**config.mk**
```make
export PLATFORM = sky130hd
export DESIGN_NAME = ads868x_spi_flat
export DESIGN_NICKNAME = d
export VERILOG_FILES = /design/src/common/ads868x_if.sv /design/src/verilog/ads868x_spi.sv /design/src/flat_wrapper.sv
export VERILOG_INCLUDE_DIRS = /design/src /design/src/common
export SDC_FILE = /design/constraint.sdc
export NUM_CORES = 1
export LEC_CHECK = 0
export BUFFER_PORTS_ARGS = -buffer_cell sky130_fd_sc_hd__buf_4
export CAP_MARGIN = 30
export CORE_ASPECT_RATIO = 0.9
export CORE_MARGIN = 3
export CORE_UTILIZATION = 61
export CTS_CLUSTER_DIAMETER = 60
export CTS_CLUSTER_SIZE = 40
export DETAILED_ROUTE_END_ITERATION = 7
export PLACE_DENSITY_LB_ADDON = 0.2
export SKIP_CTS_REPAIR_TIMING = 1
export SLEW_MARGIN = 10
export SYNTH_ARGS = -nofsm -noshare
export SYNTH_HDL_FRONTEND = slang
export SYNTH_SLANG_ARGS = --single-unit
```
**constraint.sdc**
```tcl
create_clock -name s_axi_aclk -period 3.9 [get_ports s_axi_aclk]
set_input_delay 0.195 -clock s_axi_aclk [delete_from_list [all_inputs] [get_ports s_axi_aclk]]
set_output_delay 0.195 -clock s_axi_aclk [all_outputs]
set_load 0.02 [all_outputs]
```
**src/common/ads868x_defs.svh**
```systemverilog
`ifndef ADS868X_DEFS_SVH
`define ADS868X_DEFS_SVH

// conversion result width of the ADC
`define ADS_DATA_W 16

// analog mux inputs
`define ADS_NUM_CH 8

// sck periods per conversion frame
`define ADS_FRAME_BITS 32

// mux settling time in clocks
`define ADS_SETTLE_CYCLES 16

// reset values of PERIOD and SCK_DIV
`define ADS_PERIOD_RST 4000
`define ADS_SCKDIV_RST 1

`endif

```
**src/common/ads868x_if.sv**
```systemverilog
`timescale 1ns/100ps
`default_nettype none

`include "ads868x_defs.svh"

// sequencer to SPI engine conversion handshake
interface adc_xfer_if;
    logic                   start;
    logic                   busy;
    logic                   done;
    logic [`ADS_DATA_W-1:0] result;

    modport seq (output start, input busy, done, result);
    modport spi (input start, output busy, done, result);
endinterface


`default_nettype wire

```
**src/verilog/ads868x_spi.sv**
```systemverilog
`timescale 1ns/100ps
`default_nettype none

`include "ads868x_defs.svh"

module ads868x_spi (
    input  logic       s_axi_aclk,
    input  logic       arst_n,
    input  logic [7:0] sck_div,
    input  logic       miso,
    output logic       sck,
    output logic       ss_n,
    output logic       mosi,
    adc_xfer_if.spi    xfer
);

    logic [7:0]                  div_cnt;
    logic [5:0]                  edge_cnt;
    logic                        tail;
    logic [`ADS_FRAME_BITS-1:0]  shreg;

    // first half of the frame is the conversion result
    assign xfer.result = shreg[`ADS_FRAME_BITS-1 -: `ADS_DATA_W];

    always_ff @(posedge s_axi_aclk or negedge arst_n) begin
        if (!arst_n) begin
            xfer.busy <= 1'b0;
            xfer.done <= 1'b0;
            ss_n      <= 1'b1;
            sck       <= 1'b0;
            mosi      <= 1'b0;
            div_cnt   <= '0;
            edge_cnt  <= '0;
            tail      <= 1'b0;
            shreg     <= '0;
        end else begin
            xfer.done <= 1'b0;
            if (!xfer.busy) begin
                if (xfer.start) begin
                    xfer.busy <= 1'b1;
                    ss_n      <= 1'b0;
                    div_cnt   <= sck_div;
                    edge_cnt  <= '0;
                    tail      <= 1'b0;
                    // NOP command, zero word
                    shreg     <= '0;
                    mosi      <= 1'b0;
                end
            end else if (div_cnt != '0) begin
                div_cnt <= div_cnt - 8'd1;
            end else begin
                div_cnt <= sck_div;
                if (tail) begin
                    // half a period after the last falling edge
                    xfer.busy <= 1'b0;
                    xfer.done <= 1'b1;
                    ss_n      <= 1'b1;
                end else begin
                    sck      <= !sck;
                    edge_cnt <= edge_cnt + 6'd1;
                    if (!sck) begin
                        // rising edge samples the ADC
                        shreg <= {shreg[`ADS_FRAME_BITS-2:0], miso};
                    end else if (edge_cnt == 6'(2 * `ADS_FRAME_BITS - 1)) begin
                        mosi <= 1'b0;
                        tail <= 1'b1;
                    end else begin
                        mosi <= shreg[`ADS_FRAME_BITS-1];
                    end
                end
            end
        end
    end

endmodule

`default_nettype wire

```
**src/flat_wrapper.sv**
```systemverilog
// flat-port wrapper written by rule: the top's interface ports become plain ports
module ads868x_spi_flat 
  (s_axi_aclk, arst_n, sck_div, miso, sck, ss_n, mosi, xfer_start, xfer_busy, xfer_done, xfer_result);
  adc_xfer_if xfer_i ();
  input  logic s_axi_aclk;
  input  logic arst_n;
  input  logic [7:0] sck_div;
  input  logic miso;
  output logic sck;
  output logic ss_n;
  output logic mosi;
  input wire logic [$bits(xfer_i.start)-1:0] xfer_start;
  output wire logic [$bits(xfer_i.busy)-1:0] xfer_busy;
  output wire logic [$bits(xfer_i.done)-1:0] xfer_done;
  output wire logic [$bits(xfer_i.result)-1:0] xfer_result;
  assign xfer_i.start = xfer_start;
  assign xfer_busy = xfer_i.busy;
  assign xfer_done = xfer_i.done;
  assign xfer_result = xfer_i.result;
  ads868x_spi u_core (.s_axi_aclk(s_axi_aclk), .arst_n(arst_n), .sck_div(sck_div), .miso(miso), .sck(sck), .ss_n(ss_n), .mosi(mosi), .xfer(xfer_i));
endmodule
```
==> out/summary.md <==
### Run status
• complete, no violations — outcome

### Pwr
• 1.24 nW — leakage power
• 2.15 mW — Total Power Consumption
• 0.443 mV — peak supply drop
• 785 nW/um^2 — power density cells

### Finish
• 9.57% — Synth-to-Final Area Change
• 2740 um^2 — Post-Layout Inst Area
• 16.7% — fraction of layout instances using a drive strength above 1
• 334 — non-filler cells, final
• 302 — Final #Nets
• 0 — number of antenna repair diodes

### Die
• 33 — # IOs
• 21 — number of core rows
• 4900 um^2 — total die area
• 3840 um^2 — placeable core region
• 66.7 um — die height
• 73.4 um — Die X-Extent
• 65.1% — starting density of the core

### Yosys
• nand2_1 — cell with the most instances after synthesis
• dfrtp_1 — largest area contributor in the synthesized netlist
• 75 x nand2_1, 51 x dfrtp_1, 42 x o21ai_0 — most frequent cells after synthesis
• 274 — Post-Syn Instances
• 0 — count of flip-flops with a built-in enable after synthesis
• 52.2% — sequential area share after synthesis
• 100% — share of synthesized flip-flops with an asynchronous set or reset
• 51.1% — proportion of netlist area held by the largest area contributor
• 9.11 um^2 — average cell area after synthesis
• 2500 um^2 — netlist area before placement
• 39 — number of unique standard cell types used by synthesis
• dfrtp_1 51%, nand2_1 11%, o21ai_0 8.4% — Area contributors post-synth
• dfrtp_1 — Post-synth top flop
• 289 — total nets after synthesis
• 52 — Yosys reg bits
• 0 — Yosys warnings

### Timing
• 38.6% — max-slew headroom at the worst pin
• 0 ns — final setup TNS
• no — unrepaired setup endpoints after global routing
• 0.393 GHz — maximum frequency from static timing analysis
• 0.912 ns — slew at the pin with the worst max-slew slack
• 0.0105 ns — Clock Skew
• 2.55 ns — final critical delay including setup and external delays
• 0 — final count of pins violating max slew
• 0 — final hold violation count
• 65.3% — share of the cycle needed by the critical path after routing
• 0 — number of endpoints failing setup at the final stage

### Drt
• 157 — DR iter-0 viols
• 14.0 um — mean routed wirelength per cell
• 4670 um — final routed wirelength across all metal layers
• 1895 — total number of vias
• 4 — Pre-antenna DRT Iters
• 0 — antenna viol nets, final
• 0 — DRC Markers
• 5.67 — average vias per placed instance

### Critical path
• 4.15 ns — Worst EP required
• or4b_2 — Max stage delay cell, worst path
• inv_1 > ha_1 > or4b_2 > or3_4 > or4_1 > nand2_1 — CP cell instances
• simple AND/OR/NAND/NOR gates — family of cells with the greatest summed delay on the critical path
• 12 — largest fanout on the critical path
• reg2reg — worst setup path class
• 6 — r2r worst-path depth
• 1 — buffer and inverter count on the worst path
• register — type of destination of the critical path
• register — Worst Setup Start Kind
• 6 — number of gates on the worst path with buffers counted
• 2.80 ns — arrival time worst endpoint
• 0.70 ns — delay of the slowest critical-path stage

### GRT
• 65 — largest net degree at the start of global routing
• 21.8% — total routing usage reported by global routing
• 1803 — vias in the first global route
• 0 — total grt overflow
• 0 — antenna violations before repair
• 8160 um — global-route wire length before repair

### Clock network
• built — TritonCTS clock tree
• 2 — depth of the CTS H-tree
• 0.10 ns — Clk pin slew, worst setup/hold paths
• 5 — number of buffers inserted during clock tree synthesis
• clkbuf_8 — Root Buffer
• 52 — Clock Sinks
• 2 — largest buffer count on any clock path
• 0.31 ns — later-pin clock latency in the skew report

### Placement
• 32 — number of I/O port buffers
• 0.874 — global placement routability congestion
• 325 — instance count after placement with tap cells included
• 3160 um — HPWL after DPL
• 2620 um^2 — Post-DP Area

### Worst hold path
• in2reg — Hold Path Class
• 3 — instance count along the most critical hold path

### Flow run
• 0 — Max Cap Violations

[cell families after synthesis]
group | count (synthesis) | synth area share (%)
DFF | 52 | 52.2
AOI/OAI and AO/OA | 63 | 14.6
and+or+nand+nor | 119 | 22.4
buffers and inverters | 35 | 8.57
xor gates and xnor gates | 2 | 0.702
adders and majority gates | 3 | 1.50
[area by class of cell]
class,count,area [um^2]
Clock buffer,6,72.6
Tap cell,46,57.6
Inverter,6,22.5
Timing Repair Buffer,35,265
Sequential cell,52,1300
Fill cell,297,1100
Clock inverter,2,35.0
Multi-Input combinational cell,187,981
[where the power goes]
group | internal (mW) | switching (mW)
Combinational | 0.340 | 0.410
Clock | 0.191 | 0.175
Sequential | 0.804 | 0.228
Total | 1.34 | 0.813
[sequential cells by signal, summed over array words and instances (netlist names)]
name,flops
u_core.tail,1
u_core.xfer.done,1
u_core.shreg,32
u_core.mosi,1
u_core.sck,1
u_core.ss_n,1
u_core.edge_cnt,6
u_core.xfer.busy,1
u_core.div_cnt,8
[cells in the final DEF, fill, tap and decap left out, types with 5 or more instances in the layout]
master and n:
nor2_1 9, a21oi_1 6, nand2_1 75, clkbuf_8 5
nand3_1 7, dfrtp_1 51, inv_1 5, buf_4 34
o21ai_0 42
[worst reg2reg max path: cells and delay by family, from the launching register on]
| kind | cells | cell delay (ns) |
|---|---|---|
| flip-flops | 1 | 0.42 |
| buffers and inverters | 1 | 0.11 |
| adder cells (fa/ha/maj) | 1 | 0.22 |
| AND/OR/NAND/NOR | 4 | 1.74 |
[metal layers]
layer / routed length (um) / part of all wire, % / track usage, %
met1: 2340 / 50 / 29.7
met5: 0 / 0 / 0
met2: 2040 / 44 / 33.2
met4: 89 / 1.9 / 10.2
met3: 205 / 4.4 / 4.52
[metrics by stage]
stage / util (%) / hold slack, ns / setup WS [ns]
after global placement: 68.3 / 0.262 / 1.49
after CTS: 71.1 / -0.0898 / 1.37
final: 71.3 / 0.0951 / 1.35
after global routing: 71.3 / 0.109 / 1.25
after detailed placement: 68.3 / 0.256 / 1.42
after floorplan: - / -0.101 / 1.56
[final timing paths]
kind | from | endpoint | slack, ns
setup / recovery | u_core.div_cnt[1] | u_core.edge_cnt[3] | 1.35
hold / removal | miso | u_core.shreg[0] | 0.1
setup reg to reg | u_core.div_cnt[1] | u_core.edge_cnt[3] | 1.35
hold reg to reg | u_core.shreg[7] | u_core.shreg[8] | 0.49
max in group asynchronous | arst_n | u_core.shreg[3] | 3.04
min in group asynchronous | arst_n | u_core.shreg[17] | 0.45
No activity file was read; power rests on OpenSTA's default activity.
