[src/common/ads868x_defs.svh]
`ifndef ADS868X_DEFS_SVH
`define ADS868X_DEFS_SVH

// conversion result width of the ADC
`define ADS_DATA_W 16

// analog mux inputs
`define ADS_NUM_CH 8

// sck periods per conversion frame
`define ADS_FRAME_BITS 32

// mux settling time in clocks
`define ADS_SETTLE_CYCLES 16

// reset values of PERIOD and SCK_DIV
`define ADS_PERIOD_RST 4000
`define ADS_SCKDIV_RST 1

`endif

[src/common/ads868x_if.sv]
`timescale 1ns/100ps
`default_nettype none

`include "ads868x_defs.svh"


// sample tick and mux settle timing
interface scan_timer_if;
    logic settle_start;
    logic settle_done;
    logic tick;

    modport tmr (input settle_start, output settle_done, tick);
    modport seq (output settle_start, input settle_done, tick);
endinterface

`default_nettype wire

[src/verilog/ads868x_timer.sv]
`timescale 1ns/100ps
`default_nettype none

`include "ads868x_defs.svh"

module ads868x_timer (
    input  logic        s_axi_aclk,
    input  logic        arst_n,
    input  logic        enable,
    input  logic [23:0] period,
    scan_timer_if.tmr   tmr
);

    logic [23:0] tick_cnt;
    logic [23:0] period_q;
    logic [4:0]  settle_cnt;

    // sample period ticks, a new PERIOD value restarts the count
    always_ff @(posedge s_axi_aclk or negedge arst_n) begin
        if (!arst_n) begin
            tick_cnt <= '0;
            period_q <= '0;
            tmr.tick <= 1'b0;
        end else begin
            period_q <= period;
            if (!enable || period != period_q) begin
                tick_cnt <= '0;
                tmr.tick <= 1'b0;
            end else if ({1'b0, tick_cnt} + 25'd1 >= {1'b0, period}) begin
                tick_cnt <= '0;
                tmr.tick <= 1'b1;
            end else begin
                tick_cnt <= tick_cnt + 24'd1;
                tmr.tick <= 1'b0;
            end
        end
    end

    // settle_done lands ADS_SETTLE_CYCLES after settle_start
    always_ff @(posedge s_axi_aclk or negedge arst_n) begin
        if (!arst_n) begin
            settle_cnt      <= '0;
            tmr.settle_done <= 1'b0;
        end else begin
            tmr.settle_done <= (settle_cnt == 5'd1);
            if (tmr.settle_start)
                settle_cnt <= 5'(`ADS_SETTLE_CYCLES - 1);
            else if (settle_cnt != '0)
                settle_cnt <= settle_cnt - 5'd1;
        end
    end

endmodule

`default_nettype wire

[src/flat_wrapper.sv]
// flat-port wrapper written by rule: the top's interface ports become plain ports
module ads868x_timer_flat 
  (s_axi_aclk, arst_n, enable, period, tmr_settle_start, tmr_settle_done, tmr_tick);
  scan_timer_if tmr_i ();
  input  logic s_axi_aclk;
  input  logic arst_n;
  input  logic enable;
  input  logic [23:0] period;
  input wire logic [$bits(tmr_i.settle_start)-1:0] tmr_settle_start;
  output wire logic [$bits(tmr_i.settle_done)-1:0] tmr_settle_done;
  output wire logic [$bits(tmr_i.tick)-1:0] tmr_tick;
  assign tmr_i.settle_start = tmr_settle_start;
  assign tmr_settle_done = tmr_i.settle_done;
  assign tmr_tick = tmr_i.tick;
  ads868x_timer u_core (.s_axi_aclk(s_axi_aclk), .arst_n(arst_n), .enable(enable), .period(period), .tmr(tmr_i));
endmodule
[config.mk]
export PLATFORM = sky130hd
export DESIGN_NAME = ads868x_timer_flat
export DESIGN_NICKNAME = d
export VERILOG_FILES = /design/src/common/ads868x_if.sv /design/src/verilog/ads868x_timer.sv /design/src/flat_wrapper.sv
export VERILOG_INCLUDE_DIRS = /design/src /design/src/common
export SDC_FILE = /design/constraint.sdc
export NUM_CORES = 1
export LEC_CHECK = 0
export BUFFER_PORTS_ARGS = -buffer_cell sky130_fd_sc_hd__buf_2
export CORE_MARGIN = 5
export CORE_UTILIZATION = 58
export DETAILED_ROUTE_END_ITERATION = 7
export PLACE_DENSITY = 0.85
export REMOVE_ABC_BUFFERS = 1
export SLEW_MARGIN = 25
export SYNTH_ARGS = -nofsm -noshare
export SYNTH_HDL_FRONTEND = slang
export SYNTH_SLANG_ARGS = --single-unit
export TNS_END_PERCENT = 30
[constraint.sdc]
create_clock -name s_axi_aclk -period 4.2 [get_ports s_axi_aclk]
set_input_delay 0 -clock s_axi_aclk [delete_from_list [all_inputs] [get_ports s_axi_aclk]]
set_output_delay 0 -clock s_axi_aclk [all_outputs]
set_load 0.02 [all_outputs]
==> run summary, run 1 <==
Status -> finished clean
Syn avg cell area -> 10.9 µm²
Leak pwr -> 1.71 nW
Ant diodes -> 0
Max-Cap Viols -> 0
Via count -> 2400
Post-CTS Setup Bufs -> 0
Total power draw -> 0.000944 W
Antenna violations before repair -> 0
Io pins -> 30
Max IR drop VDD -> 0.161 mV
Worst Path Required -> 4.46 ns
Die X -> 84.4 µm
Clock skew -> 0.0112 ns
Root Buffer -> clkbuf_8
Core area -> 5440 µm²
Synth top area share -> 0.428
CTS buffer count -> 5
Critical Path AT -> 3.55 ns
Synth cell types -> 37
Fin. max-slew vios -> 0
Vias in the first global route -> 2508
EDFF count, synth -> 0
Dpl hpwl -> 5080 µm
CTS H-tree depth -> 2
First-pass GRT wire length -> 12100 µm
Setup Crit Path Kind -> reg2reg
RSZ-0062 raised after global routing -> no
Top layer in use -> met4
Via/cell ratio -> 5.62
Final Cycle Share -> 0.784
CTS sink count -> 55
Initial DRC count -> 150
Ys flop type -> dfrtp_1
Fillcell total -> 371
Final setup viols -> 0
Remaining DRCs -> 0
Rows -> 27
Post-Syn Area -> 3210 µm²
Share of cells above drive strength 1 -> 0.200
WL met1 -> 2930 µm
Die Area -> 7130 µm²
Die Height -> 84.4 µm
CTS tree -> yes
Slew headroom -> 0.549
Ys async rst share -> 1.00
WL met3 -> 339 µm
Pre-Repair DR Iteration Count -> 5
Grt ovf -> 0
Fmax -> 0.304 GHz
Clk Latency, worst-skew pair -> 0.31 ns
Starting Density -> 0.591
Largest net degree at the start of global routing -> 56
Cell Pwr Density -> 250 nW/µm²
Placement Cell Area -> 3430 µm²
Final instance area -> 3770 µm²
Final antenna-violating net count -> 0
Mapped Cells -> 294
Flops & latches, synth -> 55
Ys Warns -> 0
Hold_buf cts -> 26
Setup crit end kind -> flip-flop
Worst-margin pin slew -> 0.677 ns
Most frequent cell after synthesis -> dfrtp_1
Final setup TNS -> 0 ns
Hold Crit Class -> in2reg
GP Congestion -> 0.863
Synth-to-Final Area Change -> 17.5%
Nets -> 410
Post-synth top cells -> 55 x dfrtp_1, 41 x xnor2_1, 29 x inv_1
Crit start category -> flip-flop
Maximum buffer depth of the clock tree -> 2
Crit path max fanout -> 25
Reg clk slew, reported paths -> 0.10 ns
Routed WL -> 7150 µm
I/O Buffers -> 29
Final count of hold timing violations -> 0
Area contributors post-synth -> dfrtp_1 43%, xnor2_1 11%, ha_1 11%, nor3b_2 7.4%, inv_1 3.4%
CTS resizes -> 0
Drt wl/cell -> 16.8 µm
WL met2 -> 3620 µm
Cell taking the most area after synthesis -> dfrtp_1
Tmin final -> 3.29 ns
Sequential area share after synthesis -> 0.428
Total Routing Usage GR -> 0.215
-- report_power, final --
part	switching (W)	total (W)	internal, W
Combinational	0.0000567	0.000110	0.0000530
Sequential	0.00000784	0.000551	0.000543
Clock	0.000166	0.000283	0.000117
-- layout make-up --
class / instances / area [µm²] / area share
clock inverter: 2 / 12.5 / 0.00331
sequential: 55 / 1380 / 0.365
inverter: 29 / 109 / 0.0288
clock buffer: 6 / 72.6 / 0.0192
multi-input combinational: 205 / 1690 / 0.447
tap: 72 / 90.1 / 0.0239
timing repair buffer: 58 / 428 / 0.113
-- state kept, by name (all words and copies together) (netlist names) --
name and cells:
u_core.tick_cnt 24, u_core.settle_cnt 5, u_core.tmr.settle_done 1, u_core.tmr.tick 1, u_core.period_q 24
-- placed cells by master, fill, tap and decap left out, types with 3 or more instances in the layout --
cell type | Yosys | routed
nor3_1 | 4 | 4
dfrtp_1 | 55 | 55
inv_1 | 29 | 29
clkbuf_8 | 0 | 5
buf_2 | 0 | 29
and3_2 | 3 | 3
nand3_1 | 17 | 17
nand2_1 | 16 | 16
nor2_1 | 8 | 8
ha_1 | 28 | 28
buf_4 | 2 | 3
nor4_1 | 4 | 4
a21oi_1 | 12 | 12
nor3_2 | 3 | 3
nand4_1 | 12 | 12
dlygate4sd3_1 | 0 | 26
xor2_1 | 6 | 6
o211ai_1 | 3 | 3
nor3b_1 | 3 | 3
or3_1 | 3 | 3
nor3b_2 | 19 | 19
xnor2_1 | 41 | 41
-- worst max-delay path, stage by stage, from the launching register on --
cell and delay [ns]:
dfrtp_1 0.40, nand3_1 0.22, nor4_4 0.47, nand4_1 0.21, xnor2_1 0.21, ha_1 0.34, nand4_1 0.17, nor4_1 0.40
o211ai_1 0.15, nand2_1 0.11, buf_4 0.36, o211a_1 0.21
-- kinds of logic (layout without fill, tap and decap cells) --
family	Yosys count	in the layout	synth area share
and+or+nand+nor	104	104	0.236
DFF	55	55	0.428
xor gates and xnor gates	47	47	0.128
buffers and inverters	34	95	0.0467
adders and majority gates	28	28	0.109
AOI/OAI and AO/OA	26	26	0.0514
-- worst paths after layout --
| path | startpoint | end | slack, ns | depth (start not counted) |
|---|---|---|---|---|
| min in group asynchronous | arst_n | u_core.period_q[13] | 0.36 | 3 |
| worst max register to register | u_core.tick_cnt[9] | u_core.tmr.tick | 0.91 | 11 |
| max in group asynchronous | arst_n | u_core.tick_cnt[12] | 3.36 | 3 |
| worst max-delay path | u_core.tick_cnt[9] | u_core.tmr.tick | 0.91 | 11 |
| worst min-delay path | enable | u_core.tmr.tick | 0.11 | 4 |
| worst min register to register | u_core.settle_cnt[3] | u_core.settle_cnt[3] | 0.52 | 1 |
-- metal layers --
metal,global-route usage,vias to the layer above
li1,-,1144
met1,0.256,1169
met2,0.373,67
met3,0.0491,20
met4,0.0921,0
met5,0,-
-- per-stage QoR --
| stage | std cells | worst slack [ns] | util | hold WS (ns) |
|---|---|---|---|---|
| after global placement | 393 | 1.05 | 0.631 | 0.147 |
| after detailed placement | 393 | 1.02 | 0.631 | 0.152 |
| after global routing | 427 | 0.602 | 0.694 | 0.129 |
| final | 427 | 0.909 | 0.694 | 0.110 |
| after CTS | 427 | 0.913 | 0.694 | 0.0931 |
| after floorplan | 289 | 1.00 | - | -0.296 |
Note: power is estimated with default switching activity, not from simulation.
==> run 2, diff against run 1 <==
==> constraint.sdc (replaced) <==
create_clock -name s_axi_aclk -period 3.4 [get_ports s_axi_aclk]
set_input_delay 0 -clock s_axi_aclk [delete_from_list [all_inputs] [get_ports s_axi_aclk]]
set_output_delay 0 -clock s_axi_aclk [all_outputs]
set_load 0.02 [all_outputs]
==> run summary, run 2 (same netlist as run 1, synthesis figures left out) <==
Fillcell total -> 367
Cell Pwr Density -> 319 nW/µm²
Reg2reg start -> u_core.tick_cnt[9]
Status -> finished clean
Largest net degree at the start of global routing -> 32
Setup Crit Path Kind -> reg2reg
Slew headroom -> 0.535
Commonest non-fill, non-tap cell in the layout -> dfrtp_1
Final setup TNS -> 0 ns
Die Height -> 84.4 µm
Antenna violations before repair -> 0
I/O Buffers -> 29
Total power draw -> 0.00122 W
Worst Path Required -> 3.62 ns
Core area -> 5440 µm²
Initial DRC count -> 169
Critical Path AT -> 3.45 ns
Remaining DRCs -> 0
Reg-to-reg endpoint -> u_core.tick_cnt[20]
Routed WL -> 7960 µm
Share of cells above drive strength 1 -> 0.209
Rows -> 27
Reg2reg setup slack -> 0.17 ns
Crit path buf inv count -> 2
Io pins -> 30
Die X -> 84.4 µm
Crit start category -> flip-flop
Crit path max-delay family -> simple AND/OR/NAND/NOR gates
Reg clk slew, reported paths -> 0.10 ns
Grt ovf -> 0
Hold path cells -> 4
Ant diodes -> 0
GP Congestion -> 0.955
Sequential share of power -> 0.559
CTS resizes -> 0
CTS buffer count -> 5
CP cell instances -> nand3_1 > nor4_4 > buf_4 > nand4_1 > xnor2_1 > ha_1 > nand4_1 > o21bai_1 > a22oi_1 > nand4_2 > buf_4 > nor3b_2
Fin. max-slew vios -> 0
Sw Ratio -> 0.243
Synth-to-Final Area Change -> 18.8%
Hold Crit Class -> in2reg
Pre-Repair DR Iteration Count -> 5
Pint -> 0.000922 W
Fmax -> 0.309 GHz
Maximum buffer depth of the clock tree -> 2
Clk pwr share -> 0.327
Max stage delay on crit path -> 0.42 ns
Max-Cap Viols -> 0
Hold Path End -> u_core.tmr.tick
Root Buffer -> clkbuf_8
Combinational Power Share -> 0.114
Drt wl/cell -> 18.5 µm
Dpl hpwl -> 5320 µm
Critical Path Source -> u_core.tick_cnt[9]
Max IR drop VDD -> 0.192 mV
Clock skew -> 0.0200 ns
Final count of hold timing violations -> 0
R2R cell count -> 12
Final setup viols -> 0
Leak pwr -> 1.74 nW
Final Cycle Share -> 0.950
Die Area -> 7130 µm²
Total Routing Usage GR -> 0.235
Via count -> 2541
First-pass GRT wire length -> 13200 µm
Vias in the first global route -> 2662
Setup crit end kind -> flip-flop
CTS tree -> yes
CTS H-tree depth -> 2
Nets -> 413
Tmin final -> 3.23 ns
Hold Path Origin -> enable
Crit path max fanout -> 24
Most frequent cells in the layout -> 55 x dfrtp_1, 41 x xnor2_1, 29 x inv_1, 29 x buf_2, 28 x ha_1
Final antenna-violating net count -> 0
Top Registers -> u_core.period_q (24), u_core.tick_cnt (24), u_core.settle_cnt (5)
Net Switching -> 0.000296 W
Starting Density -> 0.591
Via/cell ratio -> 5.91
Slowest library cell on the worst path -> dfrtp_1
Worst-margin pin slew -> 0.697 ns
RSZ-0062 raised after global routing -> no
Clk Latency, worst-skew pair -> 0.32 ns
CTS sink count -> 55
## run 2: final cells by class
type                    instances  area [µm²]  share of cell area
multi-input cells             205        1690               0.442
flip-flops and latches         55        1380               0.361
repair buffers                 61         450               0.118
inverters                      29         109              0.0285
clock buffers                   7        96.3              0.0252
well taps                      72        90.1              0.0236
clock inverters                 1        7.51             0.00197
## run 2: power groups by stage
stage,Combinational (W),Clock (W),Sequential (W)
final,0.000139,0.000399,0.000681
after detailed placement,0.000109,0,0.000693
after global placement,0.000104,0,0.000692
after floorplan,0.0000559,0,0.000691
after CTS,0.000133,0.000401,0.000680
after global routing,0.000154,0.000422,0.000683
## run 2: tightest hold or removal path, cell delays in order
cell and delay (ns):
buf_2 0.09, nand2_1 0.11, nor4_4 0.06, o211a_1 0.10
## run 2: how the worst max path moves through the flow
stage               slack, ns  cells after the start                  end
global route            0.005                     12  u_core.tick_cnt[20]
CTS                      0.27                     11  u_core.tick_cnt[20]
floorplan                0.20                     10      u_core.tmr.tick
finish                   0.17                     12  u_core.tick_cnt[20]
global placement         0.37                     11  u_core.tick_cnt[20]
detailed placement       0.30                     11  u_core.tick_cnt[20]
## run 2: metrics by stage
stage / utilization / area, µm² / cells / worst slack (ns) / hold slack (ns)
3_3_place_gp: 0.632 / 3440 / 394 / 0.365 / 0.0744
3_5_place_dp: 0.632 / 3440 / 394 / 0.300 / 0.0765
5_1_grt: 0.702 / 3820 / 430 / 0.00510 / 0.121
4_1_cts: 0.699 / 3800 / 428 / 0.274 / 0.0905
6_report: 0.702 / 3820 / 430 / 0.168 / 0.0776
2_1_floorplan: - / 3170 / 289 / 0.202 / -0.296
## run 2: timing repair
| action | in CTS | in global routing |
|---|---|---|
| buffers inserted | 0 | 2 |
| hold buffers | 26 | 0 |
| endpoints found under the hold margin | 59 | 0 |
| setup endpoints to repair | 0 | 4 |
## run 2: per-layer routing
metal	share of wire	up-vias	global-route usage	wire (µm)
met3	0.055	31	0.0363	440
met5	0	-	0	0
met2	0.51	125	0.417	4080
li1	-	1145	-	-
met4	0.042	0	0.121	335
met1	0.39	1240	0.274	3110
