==> src/common/ads868x_defs.svh <==
`ifndef ADS868X_DEFS_SVH
`define ADS868X_DEFS_SVH

// conversion result width of the ADC
`define ADS_DATA_W 16

// analog mux inputs
`define ADS_NUM_CH 8

// sck periods per conversion frame
`define ADS_FRAME_BITS 32

// mux settling time in clocks
`define ADS_SETTLE_CYCLES 16

// reset values of PERIOD and SCK_DIV
`define ADS_PERIOD_RST 4000
`define ADS_SCKDIV_RST 1

`endif

==> src/common/ads868x_pkg.sv <==
`default_nettype none

package ads868x_pkg;

    // scan sequencer states
    typedef enum logic [2:0] {
        IDLE    = 3'd0,
        SELECT  = 3'd1,
        SETTLE  = 3'd2,
        CONVERT = 3'd3,
        EMIT    = 3'd4
    } seq_state_t;

    // register word offsets on the AXI4-Lite port
    typedef enum logic [7:0] {
        // bit0 enable, bit1 rst_pd_n
        CTRL    = 8'h00,
        // channels 7..0
        CH_MASK = 8'h04,
        // tick interval in clocks
        PERIOD  = 8'h08,
        // sck half-period is value+1 clocks
        SCK_DIV = 8'h0C,
        // busy, overrun count, conversion count
        STATUS  = 8'h10
    } reg_addr_t;

    // AXI response codes in use
    typedef enum logic [1:0] {
        OKAY   = 2'b00,
        SLVERR = 2'b10
    } axi_resp_t;

endpackage

`default_nettype wire

==> src/common/ads868x_if.sv <==
`timescale 1ns/100ps
`default_nettype none

`include "ads868x_defs.svh"

// sequencer to SPI engine conversion handshake
interface adc_xfer_if;
    logic                   start;
    logic                   busy;
    logic                   done;
    logic [`ADS_DATA_W-1:0] result;

    modport seq (output start, input busy, done, result);
    modport spi (input start, output busy, done, result);
endinterface

// sample tick and mux settle timing
interface scan_timer_if;
    logic settle_start;
    logic settle_done;
    logic tick;

    modport tmr (input settle_start, output settle_done, tick);
    modport seq (output settle_start, input settle_done, tick);
endinterface

`default_nettype wire

==> src/verilog/ads868x_seq.sv <==
`timescale 1ns/100ps
`default_nettype none

`include "ads868x_defs.svh"

module ads868x_seq (
    input  logic                s_axi_aclk,
    input  logic                arst_n,
    input  logic                enable,
    input  logic [7:0]          ch_mask,
    input  logic                m_axis_tready,
    output logic                busy,
    output logic                conv_pulse,
    output logic                overrun_pulse,
    output logic [2:0]          ch_sel,
    output logic [31:0]         m_axis_tdata,
    output logic                m_axis_tvalid,
    adc_xfer_if.seq             xfer,
    scan_timer_if.seq           tmr
);

    ads868x_pkg::seq_state_t state;
    logic [7:0]              pending;
    logic [2:0]              next_ch;

    assign busy = (state != ads868x_pkg::IDLE);

    // lowest channel still waiting in this scan
    always_comb begin
        next_ch = '0;
        for (int i = `ADS_NUM_CH - 1; i >= 0; i--) begin
            if (pending[i])
                next_ch = 3'(i);
        end
    end

    always_ff @(posedge s_axi_aclk or negedge arst_n) begin
        if (!arst_n) begin
            state            <= ads868x_pkg::IDLE;
            pending          <= '0;
            ch_sel           <= '0;
            tmr.settle_start <= 1'b0;
            xfer.start       <= 1'b0;
            m_axis_tvalid    <= 1'b0;
            conv_pulse       <= 1'b0;
            overrun_pulse    <= 1'b0;
        end else begin
            tmr.settle_start <= 1'b0;
            xfer.start       <= 1'b0;
            conv_pulse       <= 1'b0;
            // a tick mid-scan is lost and counted
            overrun_pulse    <= tmr.tick && state != ads868x_pkg::IDLE;
            case (state)
                ads868x_pkg::IDLE: begin
                    if (tmr.tick && enable && ch_mask != '0) begin
                        pending <= ch_mask;
                        state   <= ads868x_pkg::SELECT;
                    end
                end
                ads868x_pkg::SELECT: begin
                    ch_sel           <= next_ch;
                    pending[next_ch] <= 1'b0;
                    tmr.settle_start <= 1'b1;
                    state            <= ads868x_pkg::SETTLE;
                end
                ads868x_pkg::SETTLE: begin
                    if (tmr.settle_done && !xfer.busy) begin
                        xfer.start <= 1'b1;
                        state      <= ads868x_pkg::CONVERT;
                    end
                end
                ads868x_pkg::CONVERT: begin
                    if (xfer.done) begin
                        m_axis_tvalid <= 1'b1;
                        state         <= ads868x_pkg::EMIT;
                    end
                end
                ads868x_pkg::EMIT: begin
                    if (m_axis_tready) begin
                        m_axis_tvalid <= 1'b0;
                        conv_pulse    <= 1'b1;
                        state <= (pending != '0) ? ads868x_pkg::SELECT : ads868x_pkg::IDLE;
                    end
                end
                default: state <= ads868x_pkg::IDLE;
            endcase
        end
    end

    // stream word, channel above the sample
    always_ff @(posedge s_axi_aclk) begin
        if (state == ads868x_pkg::CONVERT && xfer.done)
            m_axis_tdata <= {{(32 - 3 - `ADS_DATA_W){1'b0}}, ch_sel, xfer.result};
    end

endmodule

`default_nettype wire

==> src/flat_wrapper.sv <==
// flat-port wrapper written by rule: the top's interface ports become plain ports
module ads868x_seq_flat 
  (s_axi_aclk, arst_n, enable, ch_mask, m_axis_tready, busy, conv_pulse, overrun_pulse, ch_sel, m_axis_tdata, m_axis_tvalid, xfer_start, xfer_busy, xfer_done, xfer_result, tmr_settle_start, tmr_settle_done, tmr_tick);
  adc_xfer_if xfer_i ();
  scan_timer_if tmr_i ();
  input  logic s_axi_aclk;
  input  logic arst_n;
  input  logic enable;
  input  logic [7:0] ch_mask;
  input  logic m_axis_tready;
  output logic busy;
  output logic conv_pulse;
  output logic overrun_pulse;
  output logic [2:0] ch_sel;
  output logic [31:0] m_axis_tdata;
  output logic m_axis_tvalid;
  output wire logic [$bits(xfer_i.start)-1:0] xfer_start;
  input wire logic [$bits(xfer_i.busy)-1:0] xfer_busy;
  input wire logic [$bits(xfer_i.done)-1:0] xfer_done;
  input wire logic [$bits(xfer_i.result)-1:0] xfer_result;
  output wire logic [$bits(tmr_i.settle_start)-1:0] tmr_settle_start;
  input wire logic [$bits(tmr_i.settle_done)-1:0] tmr_settle_done;
  input wire logic [$bits(tmr_i.tick)-1:0] tmr_tick;
  assign xfer_start = xfer_i.start;
  assign xfer_i.busy = xfer_busy;
  assign xfer_i.done = xfer_done;
  assign xfer_i.result = xfer_result;
  assign tmr_settle_start = tmr_i.settle_start;
  assign tmr_i.settle_done = tmr_settle_done;
  assign tmr_i.tick = tmr_tick;
  ads868x_seq u_core (.s_axi_aclk(s_axi_aclk), .arst_n(arst_n), .enable(enable), .ch_mask(ch_mask), .m_axis_tready(m_axis_tready), .busy(busy), .conv_pulse(conv_pulse), .overrun_pulse(overrun_pulse), .ch_sel(ch_sel), .m_axis_tdata(m_axis_tdata), .m_axis_tvalid(m_axis_tvalid), .xfer(xfer_i), .tmr(tmr_i));
endmodule
==> config.mk <==
export PLATFORM = sky130hd
export DESIGN_NAME = ads868x_seq_flat
export DESIGN_NICKNAME = d
export VERILOG_FILES = /design/src/common/ads868x_pkg.sv /design/src/common/ads868x_if.sv /design/src/verilog/ads868x_seq.sv /design/src/flat_wrapper.sv
export VERILOG_INCLUDE_DIRS = /design/src /design/src/common
export SDC_FILE = /design/constraint.sdc
export NUM_CORES = 1
export LEC_CHECK = 0
export BUFFER_PORTS_ARGS = -buffer_cell sky130_fd_sc_hd__buf_2
export CAP_MARGIN = 10
export CORE_MARGIN = 2
export CORE_UTILIZATION = 40
export CTS_BUF_LIST = sky130_fd_sc_hd__clkbuf_2 sky130_fd_sc_hd__clkbuf_4 sky130_fd_sc_hd__clkbuf_8
export DETAILED_ROUTE_END_ITERATION = 8
export GPL_TIMING_DRIVEN = 0
export HOLD_SLACK_MARGIN = 0.12
export PLACE_DENSITY = 0.73
export RECOVER_POWER = 100
export SLEW_MARGIN = 5
export SYNTH_ARGS = -nofsm -noshare
export SYNTH_HDL_FRONTEND = slang
export SYNTH_SLANG_ARGS = --single-unit
==> constraint.sdc <==
create_clock -name s_axi_aclk -period 1.5 [get_ports s_axi_aclk]
set_input_delay 0.075 -clock s_axi_aclk [delete_from_list [all_inputs] [get_ports s_axi_aclk]]
set_output_delay 0.075 -clock s_axi_aclk [all_outputs]
set_load 0.01 [all_outputs]
==> qor.txt, run 1 <==
Synth area leaders -> edfxtp_1, dfrtp_1, buf_4, nand2_1, o21ai_0
number of antenna violations at the first check in global routing -> 0
first-pass GRT wire length -> 5290 µm
worst reg2reg path endpoint -> u_core.pending[3]$_DFFE_PN0P_
total die area -> 4450 µm²
vias in the first global route -> 1207
clk_skew -> 0.00241 ns
Fin. Hold Viols -> 0
gr ovfl total -> 0
fill count -> 315
worst setup path start -> u_core.state[1]$_DFFE_PN0P_
worst path cell trace -> or3_4 > a211oi_4 > buf_6 > mux2i_1 > a31oi_1
total CTS buffers -> 5
NetSw -> 1130 µW
CP required -> 1.66 ns
Total GRT Usage -> 0.163
Syn-to-layout area delta -> 54.2%
Root Driver -> clkbuf_8
crit-path max FO -> 6
drt pass-1 iters -> 4
CTS sink cnt -> 38
RSZ-0062 raised after global routing -> yes
Pleak -> 0.00105 µW
CP peak stage delay -> 0.42 ns
worst-margin pin slew -> 1.03 ns
Critical Path End -> u_core.pending[3]$_DFFE_PN0P_
post-synthesis compound-gate area fraction -> 0.105
most frequent cells in the layout -> buf_2, clkbuf_1, dlygate4sd3_1
Setup violations, final -> 2
Worst path slowest cell -> or3_4
pin count of the biggest net entering global routing -> 20
First DRT Iteration DRCs -> 93
core box area -> 3720 µm²
syn_area_per_cell -> 12.4 µm²
Top Ports -> 73
Hold WS -> 0.123 ns
Clock Latency Late Sink -> 0.29 ns
Reg clk slew, reported paths -> 0.07 ns
Flop pwr share -> 0.425
Yosys top cell area share -> 0.363
final period utilization -> 1.01
Worst R2R Setup Slack -> -0.01 ns
Post-Synth Adder-Cell Area -> 0
Yosys cell types -> 31
routed wire length -> 3510 µm
layout cells sized above 1 -> 0.273
Min-Delay Path Class -> primary input to register
Die Ht -> 66.7 µm
Worst VDD drop -> 0.000743 V
Final #Nets -> 269
DIE WIDTH -> 66.7 µm
Gate power share -> 0.290
Worst Path Arrival -> 1.67 ns
post-synthesis xor/xnor area fraction -> 0
simple logic cell fraction of the synthesized area -> 0.133
area leader, netlist -> edfxtp_1
R2R depth -> 5
commonest non-fill, non-tap cell in the layout -> buf_2
outcome -> complete, but fails checks
largest family of logic cells by synthesized area -> simple AND/OR/NAND/NOR gates
WL/cell -> 12.3 µm
row cnt -> 22
PortBufs -> 59
gpl congestion -> 0.799
Vias -> 1302
Synth Register Bits -> 38
Pwr Density -> 1530 nW/µm²
synth warn -> 0
Mapped Cells -> 127
CP Class -> register to register
drc violations -> 0
drt via density -> 4.55
CP endpoint kind -> register
fmax -> 660 MHz
Net Sw Frac -> 0.305
mux cell area share after synthesis -> 0.0127
DP HPWL -> 2410 µm
sequential element share of the synthesized area -> 0.665
worst r2r src -> u_core.state[1]$_DFFE_PN0P_
Setup WS post-layout -> -0.0148 ns
Clk pwr share -> 0.285
fin crit period -> 1.51 ns
fin. max-slew vios -> 0
Worst slew margin -> 0.310
Syn Std Cell Area -> 1570 µm²
max cap viols -> 0
Final ANT Viol Nets -> 0
violated checks -> negative setup slack
CTS tree -> yes
Initial Utilization -> 0.423
Diodes inserted -> 0
H-Tree Depth -> 2
Final Core Density -> 0.653
critical path launch point type -> register
Clock Path Buffers -> 2
Internal Power -> 2570 µW
## metrics by stage
step                setup slack [ns]  instances  cell area, µm²  total power (µW)  TNS (ns)
finish                       -0.0148        286            2420              3700   -0.0225
global route                  -0.115        286            2420              3930    -0.459
CTS                          -0.0666        286            2460              3750    -0.197
detailed placement            -0.187        246            1980              2530     -4.43
global placement              -0.176        246            1980              2500     -4.20
floorplan                    -0.0214        139            1620              2180   -0.0422
## registers in the layout (all words and copies together), names as in the netlist
| register | flops |
|---|---|
| u_core.tmr.settle_start | 1 |
| u_core.overrun_pulse | 1 |
| u_core.m_axis_tdata | 19 |
| u_core.xfer.start | 1 |
| u_core.ch_sel | 3 |
| u_core.conv_pulse | 1 |
| u_core.pending | 8 |
| u_core.m_axis_tvalid | 1 |
| u_core.state | 3 |
## worst min-delay path by stage
stage	from	to	slack, ns	depth (start not counted)
after floorplan	arst_n	u_core.ch_sel[0]$_DFFE_PN0P_	-0.22	0
after global placement	arst_n	u_core.pending[1]$_DFFE_PN0P_	0.04	1
after detailed placement	arst_n	u_core.pending[4]$_DFFE_PN0P_	0.04	1
after CTS	ch_mask[3]	u_core.pending[3]$_DFFE_PN0P_	0.12	3
after global routing	ch_mask[3]	u_core.pending[3]$_DFFE_PN0P_	0.17	3
final	ch_mask[3]	u_core.pending[3]$_DFFE_PN0P_	0.12	3
## repair_timing
action                                  4_1_cts  5_1_grt
cloned                                        0        0
endpoints found under the hold margin        47        0
gates resized for setup                       7        4
pin swaps                                     3        2
hold buffers                                 28        0
buffers inserted                              4        0
endpoints found under the setup margin       28        9
## synthesized netlist by cell type, drive strengths merged
cell    number
a31oi        3
nand4        1
inv          5
nor4         3
nor3b        1
and2         2
edfxtp      19
conb         1
nand4b       1
nor2         6
a211oi       1
nand2b       1
o41ai        1
nand2       16
dfrtp       19
or3          1
buf         15
o211ai       1
a21o         2
and3         2
o21ai       12
mux2i        2
nor3         3
a21oi        2
o311ai       1
nor2b        3
o21bai       1
or3b         1
a311oi       1
## cell type report
class                      instances  area (µm²)  share of cell area
multi-input combinational         81         455               0.188
timing repair buffer              91         582               0.240
inverter                           5        22.5             0.00929
buffer                            15         114              0.0470
tap                               48        60.1              0.0248
clock buffer                       6        82.6              0.0341
clock inverter                     2        60.1              0.0248
sequential                        38        1050               0.432
## routing by layer
layer | vias up | track usage | part of all wire
met5 | - | 0 | 0
met4 | 0 | 0.0765 | 0.011
met3 | 5 | 0.0422 | 0.098
met2 | 63 | 0.289 | 0.49
met1 | 586 | 0.181 | 0.40
li1 | 648 | - | -
## logic make-up (layout without fill, tap and decap cells)
group                  Yosys count  count (layout)
multiplexers                     2               2
flip-flops                      38              38
other                            1              13
buffers and inverters           20             119
AO/OA/AOI/OAI                   25              25
AND/OR/NAND/NOR                 41              41
## power groups by stage
stage / logic (µW) / registers, µW / clock network [µW]
final: 1070 / 1570 / 1060
after global routing: 1190 / 1610 / 1120
after CTS: 1100 / 1570 / 1080
after detailed placement: 921 / 1610 / 0
after global placement: 905 / 1590 / 0
after floorplan: 551 / 1630 / 0
## worst max-delay path: cells and delay by family (launching register included)
family	cells	cell delay [ns]
and+or+nand+nor	1	0.42
DFF	1	0.41
muxes	1	0.17
AOI/OAI and AO/OA	2	0.23
buffers and inverters	1	0.15
Note: power is estimated with default switching activity, not from simulation.
==> run 2, diff against run 1 <==
==> constraint.sdc (replaced) <==
create_clock -name s_axi_aclk -period 1.5 [get_ports s_axi_aclk]
set_input_delay 0.15 -clock s_axi_aclk [delete_from_list [all_inputs] [get_ports s_axi_aclk]]
set_output_delay 0.15 -clock s_axi_aclk [all_outputs]
set_load 0.01 [all_outputs]
==> run 2 against run 1 <==
The run still ends with negative setup slack left. Global-route usage shrank 0.15 points. Largest cell class unchanged. Via count fell by 0.31%. Wire length decreased by 2.2%. Critical path type unchanged. Non-clock buffer count is 2 lower. Final area shrank 0.72%. Clock power barely moved.
==> qor.txt, run 2 (synthesized netlist as in run 1, its figures left out) <==
routed wire length -> 3440 µm
Top Ports -> 73
gpl congestion -> 0.799
PortBufs -> 59
Final Core Density -> 0.648
critical path launch point type -> register
fin. max-slew vios -> 0
drt pass-1 iters -> 4
WL/cell -> 12.1 µm
total die area -> 4450 µm²
H-Tree Depth -> 2
violated checks -> negative setup slack
CTS sink cnt -> 38
DP HPWL -> 2410 µm
Hold WS -> 0.194 ns
pin count of the biggest net entering global routing -> 20
worst-margin pin slew -> 1.01 ns
RSZ-0062 raised after global routing -> yes
Worst VDD drop -> 0.000722 V
worst path cell trace -> or3_4 > a211oi_4 > buf_6 > mux2i_1 > a31oi_1
max cap viols -> 0
CP Class -> register to register
Initial Utilization -> 0.423
gr ovfl total -> 0
First DRT Iteration DRCs -> 115
Fin. Hold Viols -> 0
Pleak -> 0.00104 µW
DIE WIDTH -> 66.7 µm
number of antenna violations at the first check in global routing -> 0
Final ANT Viol Nets -> 0
multi-input logic area -> 458 µm²
most frequent cells in the layout -> clkbuf_1, buf_2, dlygate4sd3_1
Final #Nets -> 267
fin crit period -> 1.51 ns
Diodes inserted -> 0
drc violations -> 0
CP required -> 1.66 ns
Post-Place Setup Slack -> -0.187 ns
register area -> 1050 µm²
largest registers -> u_core.m_axis_tdata x19, u_core.pending x8
# placed instances -> 246
Root Driver -> clkbuf_8
Fin Setup TNS -> -0.0245 ns
Clock Latency Late Sink -> 0.29 ns
Die Ht -> 66.7 µm
total CTS buffers -> 5
Syn-to-layout area delta -> 53.1%
Reg clk slew, reported paths -> 0.07 ns
crit-path max FO -> 6
row cnt -> 22
Pwr Density -> 1540 nW/µm²
fin cells -> 284
drt via density -> 4.57
Clock Path Buffers -> 2
Min-Delay Path Class -> primary input to register
Setup WS post-layout -> -0.0146 ns
final period utilization -> 1.01
fmax -> 660 MHz
CP endpoint kind -> register
Setup violations, final -> 2
Worst path slowest cell -> or3_4
CTS tree -> yes
core box area -> 3720 µm²
Worst Path Arrival -> 1.67 ns
max reg flops -> 19
CP bufs+invs -> 1
vias in the first global route -> 1210
CP peak stage delay -> 0.42 ns
Worst slew margin -> 0.327
clk_skew -> 0.00232 ns
outcome -> complete, but fails checks
Vias -> 1298
first-pass GRT wire length -> 5230 µm
CP top delay family -> simple AND/OR/NAND/NOR gates
Total GRT Usage -> 0.161
Top reg by flops -> u_core.m_axis_tdata
layout cells sized above 1 -> 0.284
fill count -> 316
run 2: cell types whose count changed in the layout (fill, tap and decap cells not counted), sizes merged:
cell / before / now
dlygate4sd3: 28 / 25
clkbuf: 36 / 37
run 2: cell type report:
type	count	area share
tap	48	0.0249
clock buffer	6	0.0343
timing repair buffer	89	0.232
sequential	38	0.436
buffer	15	0.0483
clock inverter	2	0.0249
inverter	5	0.00936
multi-input combinational	81	0.190
run 2: final timing paths:
path	slack (ns)	end	start	cells past startpoint
min in group asynchronous	0.55	u_core.xfer.start$_DFF_PN0_	arst_n	2
setup reg to reg	-0.01	u_core.pending[3]$_DFFE_PN0P_	u_core.state[1]$_DFFE_PN0P_	5
hold / removal	0.19	u_core.pending[7]$_DFFE_PN0P_	ch_mask[7]	3
hold reg to reg	0.49	u_core.m_axis_tdata[17]$_DFFE_PP_	u_core.ch_sel[1]$_DFFE_PN0P_	0
setup / recovery	-0.01	u_core.pending[3]$_DFFE_PN0P_	u_core.state[1]$_DFFE_PN0P_	5
max in group asynchronous	0.28	u_core.state[0]$_DFFE_PN0P_	arst_n	2
run 2: worst register-to-register path, cell delays in order, from the launching register on:
cell and delay [ns]:
dfrtp_2 0.41, or3_4 0.42, a211oi_4 0.17, buf_6 0.15, mux2i_1 0.18, a31oi_1 0.06
run 2: timing repair:
item                                    in CTS  in global routing
resized for setup                            7                  6
buffers inserted                             4                  1
endpoints found under the setup margin      29                  9
hold endpoints to repair                    43                  0
hold buffers                                25                  0
pin swaps                                    3                  3
run 2: stage by stage:
stage,cell area (µm²),power [µW]
floorplan,1620,2180
global placement,1980,2500
detailed placement,1980,2530
CTS,2430,3740
global route,2410,3940
finish,2410,3700
run 2: report_power, final:
| group | total (µW) | leakage, µW | internal (µW) | switching, µW |
|---|---|---|---|---|
| clock network | 1050 | 0.0000714 | 709 | 345 |
| logic | 1080 | 0.000561 | 480 | 600 |
| registers | 1570 | 0.000412 | 1390 | 183 |
| total | 3700 | 0.00104 | 2580 | 1130 |
run 2: per-layer routing:
| layer | part of all wire | track usage |
|---|---|---|
| met5 | 0 | 0 |
| met2 | 0.49 | 0.289 |
| met1 | 0.41 | 0.176 |
| met3 | 0.095 | 0.0422 |
| met4 | 0.011 | 0.0765 |
